--- config.mk ---
export PLATFORM = sky130hd
export DESIGN_NAME = row_mem_loader
export DESIGN_NICKNAME = d
export VERILOG_FILES = /design/src/design/layer_geom_pkg.sv /design/src/design/row_mem_pkg.sv /design/src/design/layer_cfg_if.sv /design/src/design/act_row_scatter.sv /design/src/design/layer_cfg_regs.sv /design/src/design/load_ctrl.sv /design/src/design/row_mem_loader.sv /design/src/design/weight_row_scatter.sv
export SDC_FILE = /design/constraint.sdc
export NUM_CORES = 1
export LEC_CHECK = 0
export BUFFER_PORTS_ARGS = -buffer_cell sky130_fd_sc_hd__buf_2
export CAP_MARGIN = 40
export CORE_MARGIN = 10
export CORE_UTILIZATION = 54
export DETAILED_ROUTE_END_ITERATION = 6
export GPL_TIMING_DRIVEN = 0
export PLACE_DENSITY = 0.83
export SETUP_SLACK_MARGIN = 0.15
export SYNTH_ARGS = -nofsm -noshare
export SYNTH_HDL_FRONTEND = slang
export SYNTH_SLANG_ARGS = --single-unit
--- constraint.sdc ---
create_clock -name clk -period 9.7 [get_ports clk]
set_clock_uncertainty 0.05 [all_clocks]
set_input_delay 1.455 -clock clk [delete_from_list [all_inputs] [get_ports clk]]
set_output_delay 1.455 -clock clk [all_outputs]
set_load 0.05 [all_outputs]
--- src/design/layer_geom_pkg.sv ---
package layer_geom_pkg;

    // --------------------
    // field widths
    // --------------------

    // output channels per layer
    localparam int oc_width = 8;

    // output image height and width
    localparam int img_width = 6;

    // kernel size and stride
    localparam int k_width = 3;
    localparam int stride_width = 3;

    // --------------------
    // layer geometry
    // --------------------

    // one layer as given on start, 26 bits in all
    typedef struct packed {
        logic [oc_width-1:0]     oc;
        logic [img_width-1:0]    img_h;
        logic [img_width-1:0]    img_w;
        logic [k_width-1:0]      k;
        logic [stride_width-1:0] stride;
    } layer_geom_t;

endpackage

--- src/design/row_mem_pkg.sv ---
package row_mem_pkg;

    // --------------------
    // loader states
    // --------------------

    // idle until start, load while the streams run, one cycle of done
    typedef enum logic [1:0] {
        st_idle,
        st_load,
        st_done
    } load_state_e;

    // --------------------
    // default sizes
    // --------------------

    // byte width of activations and weights
    localparam int def_data_width = 8;

    // one activation bank per padded input row
    localparam int def_num_act_banks = 32;

    // one weight bank per kernel row, kernel at most 3
    localparam int def_num_weight_banks = 3;

    // flat stream address widths
    localparam int def_act_addr_width = 13;
    localparam int def_weight_addr_width = 9;

    // address width inside one bank
    localparam int def_bank_addr_width = 7;

endpackage

--- src/design/layer_cfg_if.sv ---
interface layer_cfg_if #(
    parameter int act_addr_width = row_mem_pkg::def_act_addr_width,
    parameter int weight_addr_width = row_mem_pkg::def_weight_addr_width,
    parameter int bank_addr_width = row_mem_pkg::def_bank_addr_width
);

    // geometry captured at launch
    layer_geom_pkg::layer_geom_t geom;

    // padded input width, length of one activation row
    logic [bank_addr_width-1:0] act_row_len;

    // item counts of the two streams
    logic [act_addr_width-1:0] act_total;
    logic [weight_addr_width-1:0] weight_total;

    modport cfg (
        output geom,
        output act_row_len,
        output act_total,
        output weight_total
    );

    modport scatter (
        input geom,
        input act_row_len,
        input act_total,
        input weight_total
    );

endinterface

--- src/design/act_row_scatter.sv ---
module act_row_scatter #(
    parameter int data_width = row_mem_pkg::def_data_width,
    parameter int num_act_banks = row_mem_pkg::def_num_act_banks,
    parameter int act_addr_width = row_mem_pkg::def_act_addr_width,
    parameter int bank_addr_width = row_mem_pkg::def_bank_addr_width
) (
    input  logic                         clk,
    input  logic                         resetn,
    input  logic                         loading,
    input  logic signed [data_width-1:0] act_data,
    input  logic [act_addr_width-1:0]    act_addr,
    layer_cfg_if.scatter                 cfg,
    output logic                         act_end,
    output logic signed [data_width-1:0] act_bank_data,
    output logic [bank_addr_width-1:0]   act_bank_addr,
    output logic [num_act_banks-1:0]     act_bank_en,
    output logic [num_act_banks-1:0]     act_bank_we
);

    localparam int bank_sel_width = $clog2(num_act_banks);

    logic signed [data_width-1:0] data_q;
    logic [act_addr_width-1:0] addr_q;
    logic [bank_addr_width-1:0] col_cnt;
    logic [bank_sel_width-1:0] bank_cnt;
    logic [num_act_banks-1:0] bank_onehot;
    logic item_valid;
    logic col_wrap;

    // --------------------
    // stage one
    // --------------------

    always_ff @(posedge clk) begin
        data_q <= act_data;
    end

    always_ff @(posedge clk or negedge resetn) begin
        if (!resetn) begin
            addr_q <= '0;
        end else begin
            addr_q <= act_addr;
        end
    end

    assign act_end = (addr_q >= cfg.act_total);
    assign item_valid = loading && !act_end;

    // column runs across one padded row, then the next bank takes over
    assign col_wrap = (col_cnt == cfg.act_row_len - bank_addr_width'(1));

    always_ff @(posedge clk or negedge resetn) begin
        if (!resetn) begin
            col_cnt <= '0;
            bank_cnt <= '0;
        end else if (!loading) begin
            col_cnt <= '0;
            bank_cnt <= '0;
        end else if (item_valid) begin
            if (col_wrap) begin
                col_cnt <= '0;
                bank_cnt <= bank_cnt + bank_sel_width'(1);
            end else begin
                col_cnt <= col_cnt + bank_addr_width'(1);
            end
        end
    end

    // --------------------
    // bank write stage
    // --------------------

    assign bank_onehot = num_act_banks'(1) << bank_cnt;

    always_ff @(posedge clk or negedge resetn) begin
        if (!resetn) begin
            act_bank_data <= '0;
            act_bank_addr <= '0;
            act_bank_en <= '0;
            act_bank_we <= '0;
        end else if (item_valid) begin
            act_bank_data <= data_q;
            act_bank_addr <= col_cnt;
            act_bank_en <= bank_onehot;
            act_bank_we <= bank_onehot;
        end else begin
            act_bank_data <= '0;
            act_bank_addr <= '0;
            act_bank_en <= '0;
            act_bank_we <= '0;
        end
    end

endmodule

--- src/design/layer_cfg_regs.sv ---
module layer_cfg_regs #(
    parameter int act_addr_width = row_mem_pkg::def_act_addr_width,
    parameter int weight_addr_width = row_mem_pkg::def_weight_addr_width,
    parameter int bank_addr_width = row_mem_pkg::def_bank_addr_width
) (
    input  logic                                    clk,
    input  logic                                    resetn,
    input  logic                                    launch,
    input  logic [layer_geom_pkg::oc_width-1:0]     oc,
    input  logic [layer_geom_pkg::img_width-1:0]    img_h,
    input  logic [layer_geom_pkg::img_width-1:0]    img_w,
    input  logic [layer_geom_pkg::k_width-1:0]      k,
    input  logic [layer_geom_pkg::stride_width-1:0] stride,
    layer_cfg_if.cfg                                cfg
);

    localparam logic [act_addr_width-1:0] unit = act_addr_width'(1);

    // fields widened to the activation address width before the math
    logic [act_addr_width-1:0] oc_ext;
    logic [act_addr_width-1:0] img_h_ext;
    logic [act_addr_width-1:0] img_w_ext;
    logic [act_addr_width-1:0] k_ext;
    logic [act_addr_width-1:0] stride_ext;
    logic [act_addr_width-1:0] pad_h;
    logic [act_addr_width-1:0] pad_w;
    logic [act_addr_width-1:0] kk_oc;

    // geometry is held for the whole load, inputs may move meanwhile
    always_ff @(posedge clk or negedge resetn) begin
        if (!resetn) begin
            cfg.geom <= '0;
        end else if (launch) begin
            cfg.geom <= '{oc: oc, img_h: img_h, img_w: img_w, k: k, stride: stride};
        end
    end

    assign oc_ext = act_addr_width'(cfg.geom.oc);
    assign img_h_ext = act_addr_width'(cfg.geom.img_h);
    assign img_w_ext = act_addr_width'(cfg.geom.img_w);
    assign k_ext = act_addr_width'(cfg.geom.k);
    assign stride_ext = act_addr_width'(cfg.geom.stride);

    // --------------------
    // derived sizes
    // --------------------

    // padded input side is (out - 1) * stride + k
    assign pad_h = (img_h_ext - unit) * stride_ext + k_ext;
    assign pad_w = (img_w_ext - unit) * stride_ext + k_ext;

    // k * k taps for each output channel
    assign kk_oc = k_ext * k_ext * oc_ext;

    assign cfg.act_row_len = bank_addr_width'(pad_w);
    assign cfg.act_total = pad_h * pad_w;
    assign cfg.weight_total = weight_addr_width'(kk_oc);

endmodule

--- src/design/load_ctrl.sv ---
module load_ctrl (
    input  logic clk,
    input  logic resetn,
    input  logic start,
    input  logic act_end,
    input  logic weight_end,
    output logic launch,
    output logic loading,
    output logic done
);

    row_mem_pkg::load_state_e state;
    row_mem_pkg::load_state_e state_next;

    // --------------------
    // state register
    // --------------------

    always_ff @(posedge clk or negedge resetn) begin
        if (!resetn) begin
            state <= row_mem_pkg::st_idle;
        end else begin
            state <= state_next;
        end
    end

    // --------------------
    // next state
    // --------------------

    always_comb begin
        state_next = state;
        case (state)
            row_mem_pkg::st_idle: begin
                if (start) begin
                    state_next = row_mem_pkg::st_load;
                end
            end
            // both stage-one addresses past their totals
            row_mem_pkg::st_load: begin
                if (act_end && weight_end) begin
                    state_next = row_mem_pkg::st_done;
                end
            end
            row_mem_pkg::st_done: begin
                state_next = row_mem_pkg::st_idle;
            end
            default: begin
                state_next = row_mem_pkg::st_idle;
            end
        endcase
    end

    // launch lands in the same cycle as start and stream address 0
    assign launch = (state == row_mem_pkg::st_idle) && start;
    assign loading = (state == row_mem_pkg::st_load);
    assign done = (state == row_mem_pkg::st_done);

endmodule

--- src/design/row_mem_loader.sv ---
module row_mem_loader #(
    parameter int data_width = row_mem_pkg::def_data_width,
    parameter int num_act_banks = row_mem_pkg::def_num_act_banks,
    parameter int num_weight_banks = row_mem_pkg::def_num_weight_banks,
    parameter int act_addr_width = row_mem_pkg::def_act_addr_width,
    parameter int weight_addr_width = row_mem_pkg::def_weight_addr_width,
    parameter int bank_addr_width = row_mem_pkg::def_bank_addr_width
) (
    input  logic                                    clk,
    input  logic                                    resetn,
    input  logic                                    start,
    output logic                                    done,
    input  logic [layer_geom_pkg::oc_width-1:0]     oc,
    input  logic [layer_geom_pkg::img_width-1:0]    img_h,
    input  logic [layer_geom_pkg::img_width-1:0]    img_w,
    input  logic [layer_geom_pkg::k_width-1:0]      k,
    input  logic [layer_geom_pkg::stride_width-1:0] stride,
    input  logic signed [data_width-1:0]            act_data,
    input  logic [act_addr_width-1:0]               act_addr,
    input  logic signed [data_width-1:0]            weight_data,
    input  logic [weight_addr_width-1:0]            weight_addr,
    output logic signed [data_width-1:0]            act_bank_data,
    output logic [bank_addr_width-1:0]              act_bank_addr,
    output logic [num_act_banks-1:0]                act_bank_en,
    output logic [num_act_banks-1:0]                act_bank_we,
    output logic signed [data_width-1:0]            weight_bank_data,
    output logic [bank_addr_width-1:0]              weight_bank_addr,
    output logic [num_weight_banks-1:0]             weight_bank_en,
    output logic [num_weight_banks-1:0]             weight_bank_we
);

    logic launch;
    logic loading;
    logic act_end;
    logic weight_end;

    // captured geometry and totals, shared by both scatter units
    layer_cfg_if #(
        .act_addr_width(act_addr_width),
        .weight_addr_width(weight_addr_width),
        .bank_addr_width(bank_addr_width)
    ) cfg_bus ();

    load_ctrl i_load_ctrl (
        .clk(clk),
        .resetn(resetn),
        .start(start),
        .act_end(act_end),
        .weight_end(weight_end),
        .launch(launch),
        .loading(loading),
        .done(done)
    );

    layer_cfg_regs #(
        .act_addr_width(act_addr_width),
        .weight_addr_width(weight_addr_width),
        .bank_addr_width(bank_addr_width)
    ) i_layer_cfg_regs (
        .clk(clk),
        .resetn(resetn),
        .launch(launch),
        .oc(oc),
        .img_h(img_h),
        .img_w(img_w),
        .k(k),
        .stride(stride),
        .cfg(cfg_bus.cfg)
    );

    // --------------------
    // stream scatter
    // --------------------

    act_row_scatter #(
        .data_width(data_width),
        .num_act_banks(num_act_banks),
        .act_addr_width(act_addr_width),
        .bank_addr_width(bank_addr_width)
    ) i_act_row_scatter (
        .clk(clk),
        .resetn(resetn),
        .loading(loading),
        .act_data(act_data),
        .act_addr(act_addr),
        .cfg(cfg_bus.scatter),
        .act_end(act_end),
        .act_bank_data(act_bank_data),
        .act_bank_addr(act_bank_addr),
        .act_bank_en(act_bank_en),
        .act_bank_we(act_bank_we)
    );

    weight_row_scatter #(
        .data_width(data_width),
        .num_weight_banks(num_weight_banks),
        .weight_addr_width(weight_addr_width),
        .bank_addr_width(bank_addr_width)
    ) i_weight_row_scatter (
        .clk(clk),
        .resetn(resetn),
        .loading(loading),
        .weight_data(weight_data),
        .weight_addr(weight_addr),
        .cfg(cfg_bus.scatter),
        .weight_end(weight_end),
        .weight_bank_data(weight_bank_data),
        .weight_bank_addr(weight_bank_addr),
        .weight_bank_en(weight_bank_en),
        .weight_bank_we(weight_bank_we)
    );

endmodule

--- src/design/weight_row_scatter.sv ---
module weight_row_scatter #(
    parameter int data_width = row_mem_pkg::def_data_width,
    parameter int num_weight_banks = row_mem_pkg::def_num_weight_banks,
    parameter int weight_addr_width = row_mem_pkg::def_weight_addr_width,
    parameter int bank_addr_width = row_mem_pkg::def_bank_addr_width
) (
    input  logic                          clk,
    input  logic                          resetn,
    input  logic                          loading,
    input  logic signed [data_width-1:0]  weight_data,
    input  logic [weight_addr_width-1:0]  weight_addr,
    layer_cfg_if.scatter                  cfg,
    output logic                          weight_end,
    output logic signed [data_width-1:0]  weight_bank_data,
    output logic [bank_addr_width-1:0]    weight_bank_addr,
    output logic [num_weight_banks-1:0]   weight_bank_en,
    output logic [num_weight_banks-1:0]   weight_bank_we
);

    localparam int bank_sel_width = $clog2(num_weight_banks);

    logic signed [data_width-1:0] data_q;
    logic [weight_addr_width-1:0] addr_q;
    logic [layer_geom_pkg::k_width-1:0] last_k;
    logic [layer_geom_pkg::k_width-1:0] tap_cnt;
    logic [bank_sel_width-1:0] row_cnt;
    logic [layer_geom_pkg::oc_width-1:0] chan_cnt;
    logic [bank_addr_width-1:0] bank_addr_next;
    logic [num_weight_banks-1:0] bank_onehot;
    logic item_valid;
    logic tap_wrap;
    logic row_wrap;

    // --------------------
    // stage one
    // --------------------

    always_ff @(posedge clk) begin
        data_q <= weight_data;
    end

    always_ff @(posedge clk or negedge resetn) begin
        if (!resetn) begin
            addr_q <= '0;
        end else begin
            addr_q <= weight_addr;
        end
    end

    assign weight_end = (addr_q >= cfg.weight_total);
    assign item_valid = loading && !weight_end;

    assign last_k = cfg.geom.k - layer_geom_pkg::k_width'(1);
    assign tap_wrap = (tap_cnt == last_k);
    assign row_wrap = (row_cnt == bank_sel_width'(last_k));

    // tap within a kernel row, kernel row picks the bank, channel every k*k
    always_ff @(posedge clk or negedge resetn) begin
        if (!resetn) begin
            tap_cnt <= '0;
            row_cnt <= '0;
            chan_cnt <= '0;
        end else if (!loading) begin
            tap_cnt <= '0;
            row_cnt <= '0;
            chan_cnt <= '0;
        end else if (item_valid) begin
            if (tap_wrap) begin
                tap_cnt <= '0;
                if (row_wrap) begin
                    row_cnt <= '0;
                    chan_cnt <= chan_cnt + layer_geom_pkg::oc_width'(1);
                end else begin
                    row_cnt <= row_cnt + bank_sel_width'(1);
                end
            end else begin
                tap_cnt <= tap_cnt + layer_geom_pkg::k_width'(1);
            end
        end
    end

    // --------------------
    // bank write stage
    // --------------------

    // each bank keeps one kernel row per channel, k entries apart
    assign bank_addr_next = bank_addr_width'(tap_cnt)
                          + bank_addr_width'(cfg.geom.k) * bank_addr_width'(chan_cnt);
    assign bank_onehot = num_weight_banks'(1) << row_cnt;

    always_ff @(posedge clk or negedge resetn) begin
        if (!resetn) begin
            weight_bank_data <= '0;
            weight_bank_addr <= '0;
            weight_bank_en <= '0;
            weight_bank_we <= '0;
        end else if (item_valid) begin
            weight_bank_data <= data_q;
            weight_bank_addr <= bank_addr_next;
            weight_bank_en <= bank_onehot;
            weight_bank_we <= bank_onehot;
        end else begin
            weight_bank_data <= '0;
            weight_bank_addr <= '0;
            weight_bank_en <= '0;
            weight_bank_we <= '0;
        end
    end

endmodule

# Word level (Yosys, flattened, before mapping)
# Index checks and enable logic that the tools add are counted.
[totals]
ff_bits = 156
latch_bits = 0
mem_bits_rw = 0
mem_bits_ro = 0
input_bits = 67
out_inout_bits = 101
n_memories = 0
[classes]
add_sub_neg = 12
multipliers = 6
n_div = 0
order_cmp = 2
eq_ne = 12
shift = 2
muxes = 26
bitwise_logic = 0
n_reduce_logical = 11
[op_table]
columns = ["operator", "n"]
rows = [
  ["8-bit two-way mux", 6],
  ["7-bit two-way mux", 5],
  ["32-bit two-way mux", 1],
  ["1-bit by 5-bit left shift with 32-bit output, first input constant", 1],
  ["13-bit by 3-bit adder with 13-bit output", 2],
  ["13-bit by 3-bit multiplier with 13-bit output", 2],
  ["5-bit two-way mux", 3],
  ["6-bit by 1-bit subtractor with 7-bit output, second input constant", 2],
  ["13-bit greater-or-equal comparator", 1],
  ["13-bit by 13-bit multiplier with 13-bit output", 1],
  ["13-bit by 8-bit multiplier with 9-bit output", 1],
  ["2-bit two-way mux", 6],
  ["3-bit two-way mux", 4],
  ["9-bit greater-or-equal comparator", 1],
  ["8-bit by 1-bit adder with 8-bit output, second input constant", 1],
  ["2-bit != test, second input constant", 4],
  ["3-bit by 7-bit adder with 7-bit output", 1],
  ["7-bit by 1-bit adder with 7-bit output, second input constant", 1],
  ["7-bit == test", 1],
  ["3-bit by 7-bit multiplier with 7-bit output", 1],
  ["7-bit by 1-bit subtractor with 7-bit output, second input constant", 1],
  ["3-bit by 3-bit multiplier with 6-bit output", 1],
  ["2-bit by 1-bit != test with 1-bit output, second input constant", 3],
  ["2-bit AND reduction", 3],
  ["other kinds (14)", 18],
]

# Longest topological paths before layout
[logic_depth]
word_depth = 9
mapped_depth = 42
depth_no_buf = 41

# Modules after synthesis
# Synthesis repeated with hierarchy kept, for this count alone.
[hier_totals]
cells_unflattened = 1257
area_unflattened_um2 = 12339.3
[modules_own_cells]
columns = ["module", "instances", "cells_per_inst", "area_each_um2", "seq_area_each_um2"]
rows = [
  ["layer_cfg_regs", 1, 686, 6173.4, 650.6],
  ["act_row_scatter", 1, 318, 3487.1, 1961.9],
  ["weight_row_scatter", 1, 245, 2580.0, 1136.1],
  ["load_ctrl", 1, 8, 98.8, 50.0],
]

# Worst setup path after synthesis
# OpenSTA, ideal clock, no wires.
[synth_path]
kind = "register to register"
from = "register, netlist name i_layer_cfg_regs.cfg.geom[14]"
to = "register i_act_row_scatter.act_bank_en[11]"
t_arrival_ps = 9234
t_required_ps = 9562
path_slack_ps = 328
stages_incl_launch_ff = 42
path_buffers = 1
period_less_slack_ps = 9372
cell_sequence = "dfrtp_1 or3_1 nor3_1 xor2_1 nand2_1 fa_1 inv_1 ha_1 ha_1 and3_1 a221o_1 o21ai_0 nand2b_1 a21oi_1 o21a_1 xnor2_1 nor2_1 fa_1 [... 6 more ...] fa_1 xnor2_1 xnor2_1 xnor2_1 xnor2_1 xnor2_1 xnor2_1 xnor2_1 xnor3_1 xnor3_1 xnor2_1 ha_1 a21oi_1 o21ai_1 nor2_1 clkbuf_1 nand2_1 nor3b_1"
[synth_via]
elab_chain_len = 8
[synth_rtl]
columns = ["item", "line", "text"]
rows = [
  ["6-bit by 1-bit subtractor with 7-bit output", "layer_cfg_regs.sv:49", "assign pad_h = (img_h_ext - unit) * stride_ext + k_ext;"],
  ["13-bit by 3-bit multiplier with 13-bit output", "layer_cfg_regs.sv:49", ""],
  ["13-bit by 3-bit adder with 13-bit output", "layer_cfg_regs.sv:49", ""],
  ["13-bit by 13-bit multiplier with 13-bit output", "layer_cfg_regs.sv:56", "assign cfg.act_total = pad_h * pad_w;"],
  ["13-bit greater-or-equal comparator", "act_row_scatter.sv:46", "assign act_end = (addr_q >= cfg.act_total);"],
  ["1-bit logical NOT", "act_row_scatter.sv:47", "assign item_valid = loading && !act_end;"],
  ["1-bit logical AND", "act_row_scatter.sv:47", ""],
  ["32-bit two-way mux", "act_row_scatter.sv:81", "end else if (item_valid) begin"],
  ["to (signal assigned)", "act_row_scatter.sv:84", "act_bank_en <= bank_onehot;"],
  ["to (decl)", "act_row_scatter.sv:16", "output logic [num_act_banks-1:0] act_bank_en,"],
]
# Every way passes these cells.
# A chain may end at the register's enable or synchronous reset.

# Final worst setup path
[layout_path]
from = "register, netlist name i_layer_cfg_regs.cfg.geom[12]"
to = "register i_act_row_scatter.col_cnt[6]"
[layout_via]
elab_chain_len = 8
[layout_rtl]
columns = ["item", "line", "text"]
rows = [
  ["6-bit by 1-bit subtractor with 7-bit output", "layer_cfg_regs.sv:49", ""],
  ["13-bit by 3-bit multiplier with 13-bit output", "layer_cfg_regs.sv:49", ""],
  ["13-bit by 3-bit adder with 13-bit output", "layer_cfg_regs.sv:49", ""],
  ["13-bit by 13-bit multiplier with 13-bit output", "layer_cfg_regs.sv:56", ""],
  ["13-bit greater-or-equal comparator", "act_row_scatter.sv:46", ""],
  ["1-bit logical NOT", "act_row_scatter.sv:47", ""],
  ["1-bit logical AND", "act_row_scatter.sv:47", ""],
  ["2-bit != test (no source line)", "n/a", ""],
  ["to (signal assigned)", "act_row_scatter.sv:64", "col_cnt <= col_cnt + bank_addr_width'(1);"],
  ["to (decl)", "act_row_scatter.sv:24", "logic [bank_addr_width-1:0] col_cnt;"],
]
# Every way passes these cells.

==> impl_metrics.yaml <==
status:
  status: "finished with violations"
  violations: "setup timing"
clocking:
  clk_pin_slew_ps: 80
  cts_tree: "built"
  numCtsBuffers: 17
  clockRootBuffer: "clkbuf_16"
  h-tree-depth: 4
  clock_path_buffers: 2
  clock-sinks: 155
  clk_latency_ps: 440
logic_synthesis:
  yosys-top-cells-area: "dfrtp_1 29%, ha_1 14%, fa_1 14%, inv_1 5.2%, xnor2_1 4.9%"
  synth_top_area_share_pct: 28.69
  ys_warn_count: 0
  ys_ff_latch: 155
  synth.net_count: 1539
  synth_cell_types: 54
  syn_avg_cell_area_um2: 9.708
  synth_most_common_cell: "inv_1"
  synth_edf_count: 0
  synth_area_um2: 12130
  ys_top_cells_by_count: "169 x inv_1, 140 x ha_1, 139 x dfrtp_1"
  syn-instance-count: 1249
  synth_top_area_cell: "dfrtp_1"
  synthArstFlopShare_pct: 89.68
  seq_area_frac_synth_pct: 31.33
  yosys_most_used_dff: "dfrtp_1"
floorplan:
  rows: 54
  dieWidth_um: 169.8
  die_h_um: 169.8
  die_area_um2: 28850
  start_util_pct: 55.22
  core_area_um2: 21960
  io_pins: 168
sta:
  setup_viol: 11
  max_freq_ghz: 0.1022
  tightest_slew_ps: 1031
  slew_violations: 0
  min_period_ps: 9784
  hold_viol: 0
  finalCritPeriodShare_pct: 100.9
  fin_ws_ps: -84.45
  maxSlewHeadroom_pct: 31.24
  grt_setup_unrepaired: "yes"
global_routing:
  use_met2_pct: 36.50
  use_met3_pct: 4.651
  grt_pass1_vias: 9987
  grt_max_degree: 100
  use_met1_pct: 24.49
  antenna_found_initial: 0
  grt_pass1_wl_mm: 48.65
  grt-busiest-layer: "met2"
  overflow: 0
  track_usage_pct: 20.62
routing:
  initialDrtViolationCount: 681
  drcViolationCount: 0
  vias: 9712
  wire_per_inst_um: 17.72
  antenna_left: 0
  vias_per_cell: 5.441
  routed_wl_mm: 31.64
  firstDrtPassIters: 5
setup_path:
  r2r_slack_ps: -80
  worstSetupEndpointType: "flip-flop"
  crit_path_max_incr_delay_ps: 560
  worstPathRequired_ps: 10010
  worstPathArrival_ps: 10090
  critPathLaunchType: "flip-flop"
  slowest_stage: "fa_1"
  critPathKind: "reg -> reg"
  path_max_fanout: 6
  crit_path_frequent_cell: "fa_1"
place:
  io_buffers: 167
  place_congestion: 0.8778
  hpwl_mm: 21.36
  post-place-ws_ps: -1432
final_layout:
  area_delta_synth_final_pct: 25.60
  layout.nets: 1782
  utilization_pct: 69.36
  multiInputGateArea_um2: 8061
  drive_above_1_share_pct: 30.23
  seq_area_um2: 3800
  fillers: 1475
  diodes: 0
run:
  max_cap_viol_count: 0
min_path:
  hold_class: "reg -> reg"
## path summary, 6_finish.rpt
check	end	start	cells past startpoint
setup / recovery	i_act_row_scatter.col_cnt[6]	i_layer_cfg_regs.cfg.geom[12]	44
hold / removal	i_act_row_scatter.act_bank_data[0]	i_act_row_scatter.data_q[0]	1
setup reg to reg	i_act_row_scatter.col_cnt[6]	i_layer_cfg_regs.cfg.geom[12]	44
hold reg to reg	i_act_row_scatter.act_bank_data[0]	i_act_row_scatter.data_q[0]	1
max in group asynchronous	i_act_row_scatter.act_bank_addr[3]	resetn	2
min in group asynchronous	i_layer_cfg_regs.cfg.geom[8]	resetn	1
## kinds of logic (layout without fill, tap and decap cells)
kind of cell	Yosys count	in the layout	synth area share (%)
buffers and inverters	236	492	8.389
AO/OA/AOI/OAI	121	121	6.295
XOR/XNOR	93	93	7.192
AND/OR/NAND/NOR	399	399	16.62
flip-flops	155	155	31.33
adder cells (fa/ha/maj)	223	223	28.15
multiplexers	22	22	2.023
## stage by stage
stage	cell area (µm²)	TNS (ps)	cells	hold WS (ps)
final	15230	-356.8	1785	379.8
after global routing	15230	-15050	1785	389.9
after CTS	14680	0	1762	382.4
after detailed placement	13370	-68820	1700	372.2
after global placement	13310	-54030	1696	364.9
after floorplan	12130	0	1249	362.6
## cell usage in the layout (no fill, tap or decap), types with 21 or more instances in the layout
master | synthesis | layout
dfrtp_1 | 139 | 138
a21oi_1 | 40 | 32
fa_1 | 83 | 80
o21ai_0 | 26 | 23
buf_4 | 35 | 85
nor2b_1 | 22 | 21
and2_1 | 79 | 77
inv_1 | 169 | 156
nor2_1 | 64 | 43
nand2b_1 | 24 | 23
nand2_1 | 120 | 115
clkbuf_1 | 31 | 24
ha_1 | 140 | 124
buf_2 | 0 | 167
xnor2_1 | 68 | 57
## registers in the layout (all words and copies together) (netlist names)
signal	count
i_weight_row_scatter.weight_bank_addr	7
i_weight_row_scatter.weight_bank_data	8
i_act_row_scatter.col_cnt	7
i_layer_cfg_regs.cfg.geom	26
i_act_row_scatter.act_bank_addr	7
i_weight_row_scatter.data_q	8
i_weight_row_scatter.chan_cnt	7
i_act_row_scatter.data_q	8
i_act_row_scatter.addr_q	13
i_weight_row_scatter.row_cnt	2
i_load_ctrl.state	2
i_act_row_scatter.act_bank_data	8
i_act_row_scatter.bank_cnt	5
i_weight_row_scatter.tap_cnt	3
i_weight_row_scatter.addr_q	9
i_act_row_scatter.act_bank_en	32
i_weight_row_scatter.weight_bank_we	3
## layer usage
metal | vias to the layer above | share of wire [%]
met5 | - | 0
met3 | 86 | 7.5
met2 | 410 | 51
met1 | 4774 | 38
li1 | 4442 | -
met4 | 0 | 2.6
## repair_timing
item	in CTS	in global routing
endpoints found under the setup margin	61	61
setup buffers	30	22
pin swaps	44	63
resized for setup	86	93
hold buffers	0	0
cloned	0	1
## cell type report
| cell class | count | share of cell area, % |
|---|---|---|
| Multi-Input combinational cell | 858 | 52.93 |
| Buffer | 67 | 2.875 |
| Tap cell | 280 | 2.300 |
| Clock buffer | 17 | 2.793 |
| Timing Repair Buffer | 224 | 8.659 |
| Inverter | 169 | 4.165 |
| Sequential cell | 155 | 24.95 |
| Clock inverter | 15 | 1.323 |
## worst max-delay path, delay by kind of cell (launching register included)
family / cells / cell delay (ps)
fa+ha+maj: 11 / 4620
compound gates: 8 / 1490
xor+xnor: 7 / 1400
buf+inv: 11 / 1070
simple gates: 7 / 630
flops: 1 / 410
Power is not shown: default switching activity piles up to over one toggle a cycle in this logic, so the estimate is an artifact.
